## config.mk

```make
export PLATFORM = sky130hd
export DESIGN_NAME = nes_glue_top
export DESIGN_NICKNAME = d
export VERILOG_FILES = /design/src/design/nes_mem_pkg.sv /design/src/design/nes_ctrl_pkg.sv /design/src/design/reset_timer.sv /design/src/design/boot_sequencer.sv /design/src/design/loader_write_stage.sv /design/src/design/joypad_shifter.sv /design/src/design/nes_glue_top.sv
export VERILOG_INCLUDE_DIRS = /design/src /design/src/include
export SDC_FILE = /design/constraint.sdc
export NUM_CORES = 1
export LEC_CHECK = 0
export ABC_AREA = 1
export CORE_MARGIN = 4
export CORE_UTILIZATION = 40
export CTS_BUF_LIST = sky130_fd_sc_hd__clkbuf_8
export DETAILED_ROUTE_END_ITERATION = 6
export DONT_BUFFER_PORTS = 1
export GPL_TIMING_DRIVEN = 0
export PLACE_DENSITY = 0.56
export SKIP_LAST_GASP = 1
export SYNTH_ARGS = -nofsm -noshare
export SYNTH_HDL_FRONTEND = slang
export SYNTH_SLANG_ARGS = --single-unit
```

## constraint.sdc

```tcl
create_clock -name clock -period 1.8 [get_ports clock]
set_clock_uncertainty 0.1 [all_clocks]
set_input_delay 0.45 -clock clock [delete_from_list [all_inputs] [get_ports clock]]
set_output_delay 0.45 -clock clock [all_outputs]
set_load 0.01 [all_outputs]
```

## src/include/nes_glue_config.svh

```systemverilog
`ifndef NES_GLUE_CONFIG_SVH
`define NES_GLUE_CONFIG_SVH

// memory port geometry
`define NES_ADDR_W 22 // byte address into game memory
`define NES_DATA_W 8  // one byte per access

// core clock-enable divider
`define NES_CE_W 2 // phase counter width

// staged loader writes go out in this phase only
`define NES_WRITE_PHASE 3

// reset stretches, in clock cycles
`define NES_POR_CYCLES (1 << 23) // power-on hold
`define NES_SETTLE_CYCLES 255    // hold after load completes

// onboard buttons inside the joypad vector
`define JOY_BIT_A 0
`define JOY_BIT_START 3

`endif

```

## src/design/nes_mem_pkg.sv

```systemverilog
`include "nes_glue_config.svh"

package nes_mem_pkg;

  // address into game memory
  typedef logic [`NES_ADDR_W-1:0] mem_addr_t;

  // one memory byte
  typedef logic [`NES_DATA_W-1:0] mem_data_t;

  // phase of the core clock enable
  typedef logic [`NES_CE_W-1:0] ce_phase_t;

endpackage

```

## src/design/nes_ctrl_pkg.sv

```systemverilog
`include "nes_glue_config.svh"

package nes_ctrl_pkg;

  // console bring-up states
  typedef enum logic [2:0] {
    HOLD,      // power-on or forced reset
    WAIT_DATA, // waiting for first loader byte
    LOADING,   // loader owns memory
    SETTLE,    // load done, reset still held
    RUN        // console running
  } boot_state_t;

  // NES order, A shifted out first
  typedef struct packed {
    logic right;
    logic left;
    logic down;
    logic up;
    logic start;
    logic select;
    logic b;
    logic a;
  } joy_buttons_t;

endpackage

```

## src/design/reset_timer.sv

```systemverilog
`timescale 1ns/1ns

module reset_timer #(
  parameter int CYCLES = 1
) (
  input  logic clock,
  input  logic arst_n_i,
  input  logic restart_i,
  output logic busy_o
);

  localparam int CNT_W = (CYCLES < 1) ? 1 : $clog2(CYCLES + 1);
  localparam logic [CNT_W-1:0] RELOAD = CNT_W'(CYCLES);

  logic [CNT_W-1:0] count_q;

  // counts down to zero once restart is released
  always_ff @(posedge clock or negedge arst_n_i)
  begin
    if (!arst_n_i)
    begin
      count_q <= RELOAD; // start busy out of reset
    end
    else if (restart_i)
    begin
      count_q <= RELOAD;
    end
    else if (count_q != '0)
    begin
      count_q <= count_q - 1'b1;
    end
  end

  assign busy_o = (count_q != '0);

endmodule

```

## src/design/boot_sequencer.sv

```systemverilog
`timescale 1ns/1ns
`include "nes_glue_config.svh"

module boot_sequencer #(
  parameter int POR_CYCLES    = `NES_POR_CYCLES,
  parameter int SETTLE_CYCLES = `NES_SETTLE_CYCLES
) (
  input  logic clock,
  input  logic arst_n_i,
  input  logic pll_locked_i,
  input  logic usb_reset_i,
  input  logic loader_valid_i,
  input  logic load_done_i,
  output logic reset_nes_o,
  output logic loading_o
);

  import nes_ctrl_pkg::*;

  boot_state_t state_q;
  boot_state_t state_d;
  logic        por_restart;
  logic        por_busy;
  logic        settle_restart;
  logic        settle_busy;
  logic        reset_nes_q;
  logic        loading_q;

  assign por_restart    = !pll_locked_i || usb_reset_i; // lost lock or reset button
  assign settle_restart = !load_done_i;

  reset_timer #(
    .CYCLES (POR_CYCLES)
  ) u_por_timer (
    .clock     (clock),
    .arst_n_i  (arst_n_i),
    .restart_i (por_restart),
    .busy_o    (por_busy)
  );

  reset_timer #(
    .CYCLES (SETTLE_CYCLES)
  ) u_settle_timer (
    .clock     (clock),
    .arst_n_i  (arst_n_i),
    .restart_i (settle_restart),
    .busy_o    (settle_busy)
  );

  always_comb
  begin
    state_d = state_q;
    case (state_q)
      HOLD:
        if (!por_busy)
          state_d = WAIT_DATA;
      WAIT_DATA:
        if (loader_valid_i)
          state_d = LOADING; // first byte seen
      LOADING:
        if (load_done_i)
          state_d = SETTLE;
      SETTLE:
        if (!load_done_i)
          state_d = LOADING;
        else if (!settle_busy)
          state_d = RUN;
      RUN:
        if (!load_done_i)
          state_d = LOADING; // a new load started
      default:
        state_d = HOLD;
    endcase
    if (por_restart)
      state_d = HOLD; // overrides everything
  end

  // outputs trail the state by one cycle, both on the same edge
  always_ff @(posedge clock or negedge arst_n_i)
  begin
    if (!arst_n_i)
    begin
      state_q     <= HOLD;
      reset_nes_q <= 1'b1;
      loading_q   <= 1'b0;
    end
    else
    begin
      state_q     <= state_d;
      reset_nes_q <= (state_q != RUN);
      loading_q   <= (state_q == WAIT_DATA) || (state_q == LOADING);
    end
  end

  assign reset_nes_o = reset_nes_q;
  assign loading_o   = loading_q;

endmodule

```

## src/design/loader_write_stage.sv

```systemverilog
`timescale 1ns/1ns
`include "nes_glue_config.svh"

module loader_write_stage (
  input  logic                  clock,
  input  logic                  arst_n_i,
  input  logic                  loading_i,
  input  logic                  loader_write_i,
  input  nes_mem_pkg::mem_addr_t loader_addr_i,
  input  nes_mem_pkg::mem_data_t loader_data_i,
  input  nes_mem_pkg::ce_phase_t nes_ce_i,
  input  nes_mem_pkg::mem_addr_t cpu_addr_i,
  input  nes_mem_pkg::mem_data_t cpu_data_i,
  input  logic                  cpu_we_i,
  output nes_mem_pkg::mem_addr_t mem_addr_o,
  output nes_mem_pkg::mem_data_t mem_data_o,
  output logic                  mem_we_o
);

  import nes_mem_pkg::*;

  localparam ce_phase_t WRITE_PHASE = ce_phase_t'(`NES_WRITE_PHASE);

  logic      pending_q;
  logic      issue;
  mem_addr_t held_addr_q;
  mem_data_t held_data_q;

  // held write goes out in the first matching phase slot
  assign issue = pending_q && (nes_ce_i == WRITE_PHASE);

  always_ff @(posedge clock or negedge arst_n_i)
  begin
    if (!arst_n_i)
    begin
      pending_q <= 1'b0;
    end
    else if (loader_write_i)
    begin
      pending_q <= 1'b1; // a newer strobe replaces the held one
    end
    else if (issue)
    begin
      pending_q <= 1'b0;
    end
  end

  always_ff @(posedge clock)
  begin
    if (loader_write_i)
    begin
      held_addr_q <= loader_addr_i;
      held_data_q <= loader_data_i;
    end
  end

  // memory port owner: loader while loading, otherwise the CPU
  always_comb
  begin
    if (loading_i)
    begin
      mem_addr_o = held_addr_q;
      mem_data_o = held_data_q;
      mem_we_o   = issue;
    end
    else
    begin
      mem_addr_o = cpu_addr_i;
      mem_data_o = cpu_data_i;
      mem_we_o   = cpu_we_i;
    end
  end

endmodule

```

## src/design/joypad_shifter.sv

```systemverilog
`timescale 1ns/1ns
`include "nes_glue_config.svh"

module joypad_shifter (
  input  logic                       clock,
  input  logic                       arst_n_i,
  input  logic                       btn_a_i,
  input  logic                       btn_start_i,
  input  logic                       joy_strobe_i,
  input  logic                       joy_clock_i,
  input  nes_ctrl_pkg::joy_buttons_t usb_buttons_i,
  output logic                       joy_data_o
);

  import nes_ctrl_pkg::*;

  logic [1:0]   btn_meta_q; // {start, a}
  logic [1:0]   btn_sync_q;
  logic         joy_clock_q;
  joy_buttons_t onboard;
  joy_buttons_t merged;
  joy_buttons_t shift_q;

  always_comb
  begin
    onboard                 = '0;
    onboard[`JOY_BIT_A]     = btn_sync_q[0];
    onboard[`JOY_BIT_START] = btn_sync_q[1];
    merged                  = onboard | usb_buttons_i;
  end

  always_ff @(posedge clock or negedge arst_n_i)
  begin
    if (!arst_n_i)
    begin
      btn_meta_q  <= '0;
      btn_sync_q  <= '0;
      joy_clock_q <= 1'b0;
      shift_q     <= '0;
    end
    else
    begin
      btn_meta_q  <= {btn_start_i, btn_a_i}; // pins are asynchronous
      btn_sync_q  <= btn_meta_q;
      joy_clock_q <= joy_clock_i;
      if (joy_strobe_i)
        shift_q <= merged;
      else if (!joy_clock_i && joy_clock_q)
        shift_q <= {1'b0, shift_q[$bits(joy_buttons_t)-1:1]}; // falling edge of joypad clock
    end
  end

  assign joy_data_o = shift_q[0];

endmodule

```

## src/design/nes_glue_top.sv

```systemverilog
`timescale 1ns/1ns
`include "nes_glue_config.svh"

module nes_glue_top #(
  parameter int POR_CYCLES    = `NES_POR_CYCLES,
  parameter int SETTLE_CYCLES = `NES_SETTLE_CYCLES
) (
  input  logic                       clock,
  input  logic                       arst_n_i,
  input  logic                       pll_locked_i,
  input  logic                       usb_reset_i,
  input  logic                       loader_valid_i,
  input  logic                       load_done_i,
  input  logic                       loader_write_i,
  input  nes_mem_pkg::mem_addr_t     loader_addr_i,
  input  nes_mem_pkg::mem_data_t     loader_data_i,
  input  nes_mem_pkg::ce_phase_t     nes_ce_i,
  input  nes_mem_pkg::mem_addr_t     cpu_addr_i,
  input  nes_mem_pkg::mem_data_t     cpu_data_i,
  input  logic                       cpu_we_i,
  output nes_mem_pkg::mem_addr_t     mem_addr_o,
  output nes_mem_pkg::mem_data_t     mem_data_o,
  output logic                       mem_we_o,
  input  logic                       btn_a_i,
  input  logic                       btn_start_i,
  input  nes_ctrl_pkg::joy_buttons_t usb_buttons_i,
  input  logic                       joy_strobe_i,
  input  logic                       joy_clock_i,
  output logic                       joy_data_o,
  output logic                       reset_nes_o
);

  logic loading; // loader owns the memory port

  boot_sequencer #(
    .POR_CYCLES    (POR_CYCLES),
    .SETTLE_CYCLES (SETTLE_CYCLES)
  ) i_boot_sequencer (
    .clock          (clock),
    .arst_n_i       (arst_n_i),
    .pll_locked_i   (pll_locked_i),
    .usb_reset_i    (usb_reset_i),
    .loader_valid_i (loader_valid_i),
    .load_done_i    (load_done_i),
    .reset_nes_o    (reset_nes_o),
    .loading_o      (loading)
  );

  loader_write_stage i_loader_write_stage (
    .clock          (clock),
    .arst_n_i       (arst_n_i),
    .loading_i      (loading),
    .loader_write_i (loader_write_i),
    .loader_addr_i  (loader_addr_i),
    .loader_data_i  (loader_data_i),
    .nes_ce_i       (nes_ce_i),
    .cpu_addr_i     (cpu_addr_i),
    .cpu_data_i     (cpu_data_i),
    .cpu_we_i       (cpu_we_i),
    .mem_addr_o     (mem_addr_o),
    .mem_data_o     (mem_data_o),
    .mem_we_o       (mem_we_o)
  );

  joypad_shifter i_joypad_shifter (
    .clock         (clock),
    .arst_n_i      (arst_n_i),
    .btn_a_i       (btn_a_i),
    .btn_start_i   (btn_start_i),
    .joy_strobe_i  (joy_strobe_i),
    .joy_clock_i   (joy_clock_i),
    .usb_buttons_i (usb_buttons_i),
    .joy_data_o    (joy_data_o)
  );

endmodule

```

After elaboration in Yosys (flattened, before gate mapping)
Cells that the tools add are included.
Storage, ports and cells
  input port bits: 82
  logic and storage cells: 66
  flip-flop bits (word level): 81
Operators by class
  equality and inequality tests: 12
  reduce and logical (&&, ||, !) cells: 13
  bitwise operators: 1
  add/subtract/negate cells: 2
  mux-type cells: 19
Operators with widths (number)
  2-to-1 mux 24 bit: 2
  2-to-1 mux 8 bit: 5
  nonzero test 24 bit: 1
  subtractor 24 x 1 -> 24 bit (second input constant): 1
  2-to-1 mux 22 bit: 1
  2-to-1 mux 3 bit: 7
  case mux 3 bit (5 select lines): 1
  != test 3 x 2 -> 1 bit (second input constant): 4
  OR 4 x 8 -> 8 bit: 1
  nonzero test 8 bit: 1
  subtractor 8 x 1 -> 8 bit (second input constant): 1
  == test 3 x 2 -> 1 bit (second input constant): 2
  nonzero test 2 bit: 3
  AND reduction 5 bit: 1
  != test 4 x 3 -> 1 bit (second input constant): 1
  == test 3 x 1 -> 1 bit (second input constant): 1
  == test 3 bit (second input constant): 1
  zero test 3 bit: 1
  2-to-1 mux 1 bit: 3
  != test 3 bit (second input constant): 1
  == test 2 bit (second input constant): 1
  logical AND 1 bit: 2
  zero test 1 bit: 2
  logical OR 1 bit: 2
  != test 2 x 1 -> 1 bit (second input constant): 1

Longest topological paths before layout
Gate-level depths: netlist of run 1.
  depth after elaboration: 5
  gate-level depth with buffers: 12

Cells and area by module
From an unflattened synthesis of run 1, not the netlist that was laid out.
Second synthesis, totals
  cell total of the unflattened synthesis: 542
  area, all modules: 4399.2 um^2
By module, submodules not included
  reset_timer at i_boot_sequencer.u_por_timer: area each 1594.0 um^2, cells each 223, times used 1, sequential area each 601.8 um^2
  loader_write_stage: area each 1325.0 um^2, cells each 135, times used 1, sequential area each 925.9 um^2
  joypad_shifter: area each 600.6 um^2, cells each 68, times used 1, sequential area each 325.3 um^2
  reset_timer at i_boot_sequencer.u_settle_timer: area each 523.0 um^2, cells each 69, times used 1, sequential area each 210.2 um^2
  boot_sequencer: area each 356.6 um^2, cells each 47, times used 1, sequential area each 126.4 um^2

Worst setup path before layout of run 1
Ideal clock, no wire load.
  path type: reg-to-output
  from: register i_boot_sequencer.loading_q (netlist: i_boot_sequencer.loading_o)
  to: output mem_addr_o[0]
  cell stages (with the launch flop): 4
  path slack: 188 ps
  buffers on the path: 2
  data required time: 1250 ps
  data arrival time: 1062 ps
  cell sequence: dfrtp_1 clkbuf_1 buf_2 mux2_2
Between the ends
  word-level cells in the longest chain between the ends: 1
RTL lines
  from (decl): RTL line boot_sequencer.sv:27  | logic loading_q;
  from (signal assigned): RTL line boot_sequencer.sv:91  | loading_q <= (state_q == WAIT_DATA) || (state_q == LOADING);
  2-to-1 mux 22 bit: RTL line loader_write_stage.sv:60  | if (loading_i)
  to (decl): RTL line nes_glue_top.sv:21  | output nes_mem_pkg::mem_addr_t mem_addr_o,
Every way passes these cells.

Worst setup path in the final report of run 1
  from: register i_boot_sequencer.loading_q (netlist: i_boot_sequencer.loading_o)
  to: output mem_data_o[7]
Between the ends
  word-level cells in the longest chain between the ends: 1
RTL lines
  2-to-1 mux 8 bit: RTL line loader_write_stage.sv:60
  to (decl): RTL line nes_glue_top.sv:22  | output nes_mem_pkg::mem_data_t mem_data_o,
Every way passes these cells.

==> results_dict.tcl, run 1 <==
set metrics [dict create \
    status "finished with violations" \
    violations "negative setup slack" \
    seq_area_frac_synth_pct 53.1 \
    core_sq_mm 0.00991 \
    synth_cell_types 42 \
    ant_nets 0 \
    powerDensity_mw_per_mm2 1290 \
    antenna_found_initial 0 \
    clkTransAtPathRegs_ns 0.08 \
    total_power_w 0.00607 \
    rr_endpoint "i_boot_sequencer.state_q[0]" \
    crit_start "i_boot_sequencer.loading_o" \
    reg2reg_from "i_boot_sequencer.u_por_timer.count_q[0]" \
    portBuffers 0 \
    dr.max_layer_used "met4" \
    slew_headroom_pct 74.8 \
    cts_inserted_buffers 9 \
    grt_pass1_wl_mm 13.8 \
    final_nets 523 \
    final-setup-viol-count 30 \
    synth_top_area_share_pct 24.9 \
    post_dp_cell_area_sq_mm 0.00429 \
    grtUsageTotal_pct 15.1 \
    seq_area_sq_mm 0.00219 \
    wl_met3_microns 832 \
    synth-edff-count 30 \
    min_period_ns 1.88 \
    grt_start_max_net_pins 52 \
    vias 2916 \
    synth_nets 502 \
    hold_viol 0 \
    wl_met2_mm 4.25 \
    place.gp.congestion 0.869 \
    yosysWarnings 0 \
    p_leak_nw 2.05 \
    path_class "register to output port" \
    htree_levels 3 \
    grt_pass1_vias 2847 \
    cap_viol_max_count 0 \
    synth_seq_cells 81 \
    hp-class "input port to register" \
    final.fill_count 896 \
    crit_arrival_ns 1.33 \
    root_buffer "clkbuf_8" \
    drt_iter0_drc 144 \
    cp-start-kind "register" \
    met1_length_mm 3.87 \
    die_x_microns 109 \
    end_kind "output port" \
    wl_per_cell_microns 15.8 \
    synth_top_cells_by_count "nand2_1, nor2_1, inv_1" \
    stdcell_area_sq_mm 0.00469 \
    syn_area_per_cell_sq_um 9.90 \
    async_flop_share_pct 63.0 \
    cts_tree "yes" \
    viasPerCell 5.07 \
    holdWs_ns 0.0572 \
    overflow 0 \
    synth_area_leaders "dfrtp_1, edfxtp_1, mux2_2" \
    irDropWorstVdd_v 0.000470 \
    clockBufferDepth 2 \
    synthCells 416 \
    drive_above_1_share_pct 25.8 \
    area_growth_pct 13.8 \
    clock_sinks 81 \
    drc_errors 0 \
    io_pins 115 \
    drt_wl_total_mm 9.09 \
    reg2reg_slack_ns 0.09 \
    rsz0062_at_grt "yes" \
    start_util_pct 41.6 \
    synth_top_area_cell "dfrtp_1" \
    post-route-period-util_pct 105 \
    setup_ws_ns -0.0841 \
    multiInputGateArea_sq_mm 0.00175 \
    drv_slew 0 \
    antenna_cells 0 \
    cp.required_ns 1.25 \
    die-area_sq_mm 0.0120 \
    hpwl_mm 6.82 \
    worstSkewPairLatency_ns 0.35 \
    tightest_slew_ns 0.377 \
    path_max_fanout 10 \
    clock.fmax_ghz 0.531 \
    reg2reg_depth 11 \
    synth_top_flop_cell "dfrtp_1" \
    rows 36 \
    die_h_microns 109 \
    drt-pass1-iter-count 4 \
    synth_area_sq_mm 0.00412 \
    crit_end "mem_data_o[7]" \
]
flip-flops by register name (all words and copies together) (netlist names):
signal,count
i_boot_sequencer.u_settle_timer.count_q,8
i_joypad_shifter.joy_data_o,1
i_joypad_shifter.joy_clock_q,1
i_boot_sequencer.state_q,3
i_joypad_shifter.btn_sync_q,2
i_joypad_shifter.shift_q,7
i_loader_write_stage.held_data_q,8
i_loader_write_stage.pending_q,1
i_joypad_shifter.btn_meta_q,2
i_boot_sequencer.u_por_timer.count_q,24
i_boot_sequencer.reset_nes_o,1
i_loader_write_stage.held_addr_q,22
i_boot_sequencer.loading_o,1
kinds of logic after synthesis:
group / Yosys count / synth area share, %
fa+ha+maj: 4 / 1.21
compound gates: 35 / 5.32
mux: 30 / 8.20
xor+xnor: 9 / 1.91
simple gates: 203 / 24.5
buf+inv: 54 / 5.68
flops: 81 / 53.1
cell usage in the layout, fill, tap and decap left out, types with 4 or more instances in the layout:
cell type	netlist	layout
a21oi_1	8	8
buf_4	0	6
clkbuf_8	1	11
dfrtp_1	41	40
dfstp_2	10	10
dlygate4sd3_1	0	4
edfxtp_1	30	30
inv_1	43	44
mux2_2	28	29
nand2_1	59	59
nand3_1	27	26
nand4_1	11	11
nor2_1	59	56
nor2_2	14	16
nor2_4	4	5
nor3_1	11	11
nor3_2	4	4
o21ai_0	10	10
o21bai_1	5	5
or2_2	4	4
xor2_1	8	8
final cells by class:
cell class	instances	area share, %
plain buffers	7	1.63
clock buffers	10	2.93
clock inverters	6	1.76
inverters	46	3.68
multi-input cells	281	37.3
flip-flops and latches	81	46.7
well taps	133	3.55
repair buffers	11	2.40
where the power goes:
group / switching [W] / leakage (nW) / internal, W
clock: 0.000642 / 0.107 / 0.000809
combinational: 0.00144 / 1.01 / 0.000836
sequential: 0.000187 / 0.931 / 0.00215
how the worst min path moves through the flow:
stage | endpoint | cells past startpoint | from
final | i_boot_sequencer.u_settle_timer.count_q[6] | 1 | load_done_i
after floorplan | i_boot_sequencer.loading_o | 0 | arst_n_i
after global placement | i_boot_sequencer.state_q[0] | 0 | arst_n_i
after CTS | i_joypad_shifter.btn_meta_q[1] | 0 | btn_start_i
after global routing | i_boot_sequencer.u_settle_timer.count_q[6] | 1 | load_done_i
after detailed placement | i_boot_sequencer.state_q[0] | 0 | arst_n_i
metrics by stage:
| step | utilization [%] | worst slack, ns | TNS (ns) | cells |
|---|---|---|---|---|
| detailed placement | 43.3 | -0.0247 | -0.235 | 549 |
| CTS | 46.6 | -0.139 | -3.60 | 571 |
| floorplan | - | 0.188 | 0 | 416 |
| global route | 47.3 | -0.160 | -4.46 | 575 |
| global placement | 43.3 | -0.0274 | -0.293 | 549 |
| finish | 47.3 | -0.0841 | -1.99 | 575 |
metal layers:
metal,track usage [%],vias up
li1,-,1434
met1,18.4,1346
met2,25.0,124
met3,4.58,12
met4,6.14,0
met5,0,-
critical path, cell delays in order, from the launching register on:
cell     delay [ns]
dfrtp_2        0.43
buf_6          0.17
mux2_2         0.39
repair_timing:
item	4_1_cts	5_1_grt
hold buffers	3	2
endpoints found under the hold margin	52	2
resized for setup	14	7
setup endpoints to repair	46	40
buffers inserted	4	2
pin swaps	2	3
(Power assumes the default switching activity.)
==> run 2: changes to the inputs <==
CORE_UTILIZATION = 45   (was 40)
PLACE_DENSITY = 0.59   (was 0.56)
clock period = 2.1 ns   (was 1.8 ns; I/O delays follow)
==> run 2 against run 1 <==
  * The flow now finishes without violations
  * Global-route usage grew 1.8 points
  * Cell count decreased by 5.9%
  * Count of clock-buffer cells in the layout fell by 1
  * Clock power down 17%
  * Final area decreased by 3.9%
  * Combinational power decreased by 21%
  * Worst setup slack improved by 0.18 ns
  * Total power down 17%
  * Die area is 10% lower
  * Register-to-register slack gained 0.14 ns
  * Via count decreased by 2.3%
  * Largest cell class unchanged
  * Highest routed layer unchanged
==> results_dict.tcl, run 2 (same netlist as run 1, synthesis figures left out) <==
set metrics [dict create \
    crit_arrival_ns 1.38 \
    final_cell_mix "nor2_1, nand2_1, inv_1, dfrtp_1, edfxtp_1" \
    wl_per_cell_microns 16.2 \
    cp.required_ns 1.47 \
    drt_wl_total_mm 8.78 \
    antenna_cells 0 \
    antenna_found_initial 0 \
    grt_start_max_net_pins 52 \
    rsz0062_at_grt "no" \
    die_x_microns 104 \
    rows 34 \
    irDropWorstVdd_v 0.000483 \
    path_class "register to output port" \
    worstSkewPairLatency_ns 0.35 \
    critical-path-slowest-cell "dfrtp_2" \
    portBuffers 0 \
    cp_cell_sequence "buf_4 -> mux2_1" \
    die_h_microns 104 \
    drv_slew 0 \
    slew_headroom_pct 74.7 \
    hp-class "input port to register" \
    start_util_pct 46.8 \
    clockBufferDepth 2 \
    end_kind "output port" \
    grt_pass1_vias 2863 \
    ant_nets 0 \
    largest_reg_flops 24 \
    post-route-period-util_pct 95.3 \
    hpwl_mm 6.66 \
    cap_viol_max_count 0 \
    root_buffer "clkbuf_8" \
    drt_iter0_drc 125 \
    cp-start-kind "register" \
    drive_above_1_share_pct 23.3 \
    htree_levels 3 \
    core_sq_mm 0.00881 \
    drc_errors 0 \
    cts_inserted_buffers 9 \
    min_period_ns 2.00 \
    clock_sinks 81 \
    grtUsageTotal_pct 16.9 \
    final_nets 514 \
    vias 2848 \
    viasPerCell 5.26 \
    clock.fmax_ghz 0.500 \
    cts_tree "yes" \
    path_max_fanout 10 \
    tightest_slew_ns 0.378 \
    final.fill_count 801 \
    largestRegisters "i_boot_sequencer.u_por_timer.count_q (24), i_loader_write_stage.held_addr_q (22)" \
    hold_viol 0 \
    die-area_sq_mm 0.0108 \
    finalNonFillerCells 541 \
    utilization_pct 51.2 \
    powerDensity_mw_per_mm2 1110 \
    io_pins 115 \
    postCtsSetupBuffers 0 \
    tns_ns 0 \
    status "complete, no violations" \
    overflow 0 \
    drt-pass1-iter-count 4 \
    top_register "i_boot_sequencer.u_por_timer.count_q" \
    area_growth_pct 9.35 \
    grt_pass1_wl_mm 14.6 \
    p_leak_nw 2.00 \
    clkTransAtPathRegs_ns 0.10 \
    final-setup-viol-count 0 \
    place.gp.congestion 0.830 \
    cpPeakStageDelay_ns 0.46 \
    placed_cells 524 \
]
## run 2: cell count changes in the layout (fill, tap and decap cells not counted), moves of 2 or more
cell and change:
buf_4 -3, buf_6 -3, dlygate4sd3_1 -3, ha_1 +2, inv_6 +4, mux2_1 +2
nor2_1 +3, nor2_2 -2
## run 2: worst max-delay path: cells and delay by family, from the launching register on
| family | cells | cell delay [ns] |
|---|---|---|
| buffers and inverters | 1 | 0.19 |
| flip-flops | 1 | 0.46 |
| multiplexers | 1 | 0.37 |
## run 2: final timing paths
| check | cells after the start | from | slack, ns | end |
|---|---|---|---|---|
| setup / recovery | 2 | i_boot_sequencer.loading_o | 0.1 | mem_addr_o[14] |
| hold / removal | 0 | btn_start_i | 0.1 | i_joypad_shifter.btn_meta_q[1] |
| setup reg to reg | 8 | i_boot_sequencer.u_por_timer.count_q[0] | 0.23 | i_boot_sequencer.u_por_timer.count_q[14] |
| hold reg to reg | 0 | i_joypad_shifter.btn_meta_q[1] | 0.25 | i_joypad_shifter.btn_sync_q[1] |
| max in group asynchronous | 2 | arst_n_i | 1.04 | i_boot_sequencer.u_settle_timer.count_q[7] |
| min in group asynchronous | 2 | arst_n_i | 0.57 | i_boot_sequencer.state_q[0] |
## run 2: routing by layer
layer  vias up  share of wire (%)  global-route usage [%]
met5         -                  0                       0
li1       1422                  -                       -
met4         0                1.2                    4.84
met1      1318                 45                    21.5
met2       100                 46                    27.2
met3         8                7.2                    6.09
## run 2: power breakdown
part           total, W  internal (W)  leakage [nW]  switching (W)
sequential      0.00201       0.00184         0.931       0.000162
combinational   0.00181      0.000640         0.962        0.00117
clock           0.00121      0.000575         0.103       0.000631
total           0.00502       0.00306          2.00        0.00196
## run 2: through the flow
step                cell area (sq um)  setup WS [ns]  hold slack [ns]  total power (W)
floorplan                        4120          0.413            0.129          0.00346
global placement                 4260          0.250            0.131          0.00378
detailed placement               4260          0.240            0.131          0.00380
CTS                              4500        0.00298           0.0779          0.00506
global route                     4510         0.0196           0.0643          0.00542
finish                           4510         0.0989           0.0962          0.00502
## run 2: area by class of cell
class / count / area, sq um / share of cell area (%)
Inverter: 46 / 173 / 3.83
Clock inverter: 7 / 83.8 / 1.86
Timing Repair Buffer: 2 / 37.5 / 0.833
Sequential cell: 81 / 2190 / 48.6
Buffer: 7 / 65.1 / 1.44
Multi-Input combinational cell: 281 / 1700 / 37.7
Tap cell: 108 / 135 / 3.00
Clock buffer: 9 / 124 / 2.75
## run 2: repair_timing
item / 4_1_cts / 5_1_grt
endpoints found under the setup margin: 29 / 28
endpoints found under the hold margin: 51 / 0
gates resized for setup: 3 / 1
hold buffers: 2 / 0
==> run 3: changes to the inputs <==
==> constraint.sdc (replaced) <==
create_clock -name clock -period 2.1 [get_ports clock]
set_clock_uncertainty 0.1 [all_clocks]
set_input_delay 0.63 -clock clock [delete_from_list [all_inputs] [get_ports clock]]
set_output_delay 0.63 -clock clock [all_outputs]
set_load 0.01 [all_outputs]
==> run 3 against run 2 <==
  * Utilization grew 0.10 points
  * First-iteration DRC count grew 17%
  * Sequential share of layout area shrank 0.094 points
  * Final area grew 0.19%
  * Via count grew 0.11%
  * Largest power group unchanged
  * Highest routed layer unchanged
==> results_dict.tcl, run 3 (same netlist as run 1, synthesis figures left out) <==
set metrics [dict create \
    hpwl_mm 6.66 \
    reg2reg_from "i_boot_sequencer.u_por_timer.count_q[0]" \
    final_cell_mix "nor2_1, nand2_1, inv_1, dfrtp_1" \
    crit_end "mem_data_o[1]" \
    area_growth_pct 9.57 \
    reg2reg_slack_ns 0.23 \
    grt_start_max_net_pins 52 \
    die_h_microns 104 \
    top_register "i_boot_sequencer.u_por_timer.count_q" \
    p_leak_nw 2.00 \
    worstSkewPairLatency_ns 0.35 \
    clkTransAtPathRegs_ns 0.10 \
    crit_start "i_boot_sequencer.loading_o" \
    largestRegisters "i_boot_sequencer.u_por_timer.count_q (24), i_loader_write_stage.held_addr_q (22)" \
    grtUsageTotal_pct 16.9 \
    seq_area_sq_mm 0.00219 \
    seqPwrFrac_pct 39.9 \
    core_sq_mm 0.00881 \
    hold_viol 0 \
    path_class "register to output port" \
    cts_inserted_buffers 9 \
    grt_pass1_vias 2870 \
    overflow 0 \
    total_power_w 0.00502 \
    io_pins 115 \
    final_nets 514 \
    drc_errors 0 \
    irDropWorstVdd_v 0.000483 \
    reg2reg_depth 8 \
    antenna_cells 0 \
    rows 34 \
    viasPerCell 5.27 \
    final.fill_count 796 \
    crit_arrival_ns 1.33 \
    p_sw_share_pct 39.0 \
    die-area_sq_mm 0.0108 \
    drt-pass1-iter-count 4 \
    drt_wl_total_mm 8.78 \
    vias 2851 \
    grt_pass1_wl_mm 14.6 \
    utilization_pct 51.3 \
    place.gp.congestion 0.830 \
    slew_headroom_pct 74.7 \
    power_switching_w 0.00196 \
    p_int_w 0.00306 \
    status "complete, no violations" \
    ant_nets 0 \
    drt_iter0_drc 146 \
    clockBufferDepth 2 \
    holdWs_ns 0.0151 \
    wl_per_cell_microns 16.2 \
    path_max_fanout 10 \
    clock_sinks 81 \
    hp-class "input port to asynchronous set/reset pin" \
    drive_above_1_share_pct 24.0 \
    min_period_ns 2.06 \
    tightest_slew_ns 0.378 \
    cp.required_ns 1.37 \
    rsz0062_at_grt "yes" \
    pwr-share-comb_pct 36.1 \
    cp-start-kind "register" \
    cts_tree "yes" \
    clock.fmax_ghz 0.485 \
    multiInputGateArea_sq_mm 0.00170 \
    drv_slew 0 \
    antenna_found_initial 0 \
    portBuffers 0 \
    start_util_pct 46.8 \
    powerDensity_mw_per_mm2 1110 \
    largest_reg_flops 24 \
    post-route-period-util_pct 98.2 \
    die_x_microns 104 \
    tns_ns 0 \
    final-setup-viol-count 0 \
    clkPwrFrac_pct 24.0 \
    htree_levels 3 \
    rr_endpoint "i_boot_sequencer.u_por_timer.count_q[14]" \
    end_kind "output port" \
    cap_viol_max_count 0 \
    root_buffer "clkbuf_8" \
]
[run 3: cell types whose count changed in the layout (fill, tap and decap cells not counted), sizes merged]
cell / delta
buf: +1
dlygate4sd3: -1
[run 3: layout make-up]
| class | instances | share of cell area (%) |
|---|---|---|
| Clock inverter | 7 | 1.86 |
| Buffer | 7 | 1.69 |
| Multi-Input combinational cell | 281 | 37.6 |
| Clock buffer | 9 | 2.74 |
| Inverter | 46 | 3.82 |
| Sequential cell | 81 | 48.5 |
| Tap cell | 108 | 2.99 |
| Timing Repair Buffer | 2 | 0.776 |
[run 3: how the worst min path moves through the flow]
stage                                        start                              to  cells past startpoint
floorplan                                 arst_n_i      i_boot_sequencer.loading_o                      0
global placement    i_joypad_shifter.btn_meta_q[1]  i_joypad_shifter.btn_sync_q[1]                      0
detailed placement                        arst_n_i     i_boot_sequencer.state_q[0]                      0
CTS                                       arst_n_i     i_boot_sequencer.state_q[0]                      1
global route                              arst_n_i     i_boot_sequencer.state_q[0]                      1
finish                                    arst_n_i     i_boot_sequencer.state_q[0]                      1
[run 3: through the flow]
stage | cell area [sq um] | setup slack [ns] | cells
after detailed placement | 4260 | 0.135 | 524
final | 4510 | 0.0369 | 541
after global routing | 4510 | -0.0356 | 541
after CTS | 4500 | -0.0104 | 541
after global placement | 4260 | 0.145 | 524
after floorplan | 4120 | 0.308 | 416
[run 3: per-layer routing]
metal	share of wire [%]	track usage (%)
met5	0	0
met4	1.2	4.84
met3	7.2	6.16
met2	47	27.1
met1	45	21.7
[run 3: worst max-delay path, cell delays in order (launching register included)]
cell and delay [ns]:
dfrtp_2 0.44, buf_6 0.16, mux2_2 0.38
[run 3: power by group through the flow]
stage / sequential, W / clock, W / combinational (W)
floorplan: 0.00199 / 0 / 0.00147
global placement: 0.00203 / 0 / 0.00175
detailed placement: 0.00203 / 0 / 0.00177
CTS: 0.00200 / 0.00125 / 0.00181
global route: 0.00203 / 0.00131 / 0.00209
finish: 0.00201 / 0.00120 / 0.00181
[run 3: timing repair]
action / 4_1_cts / 5_1_grt
hold buffers: 1 / 0
endpoints found under the hold margin: 51 / 0
cloned: 0 / 0
resized for setup: 6 / 3
endpoints found under the setup margin: 29 / 28
setup buffers: 1 / 0
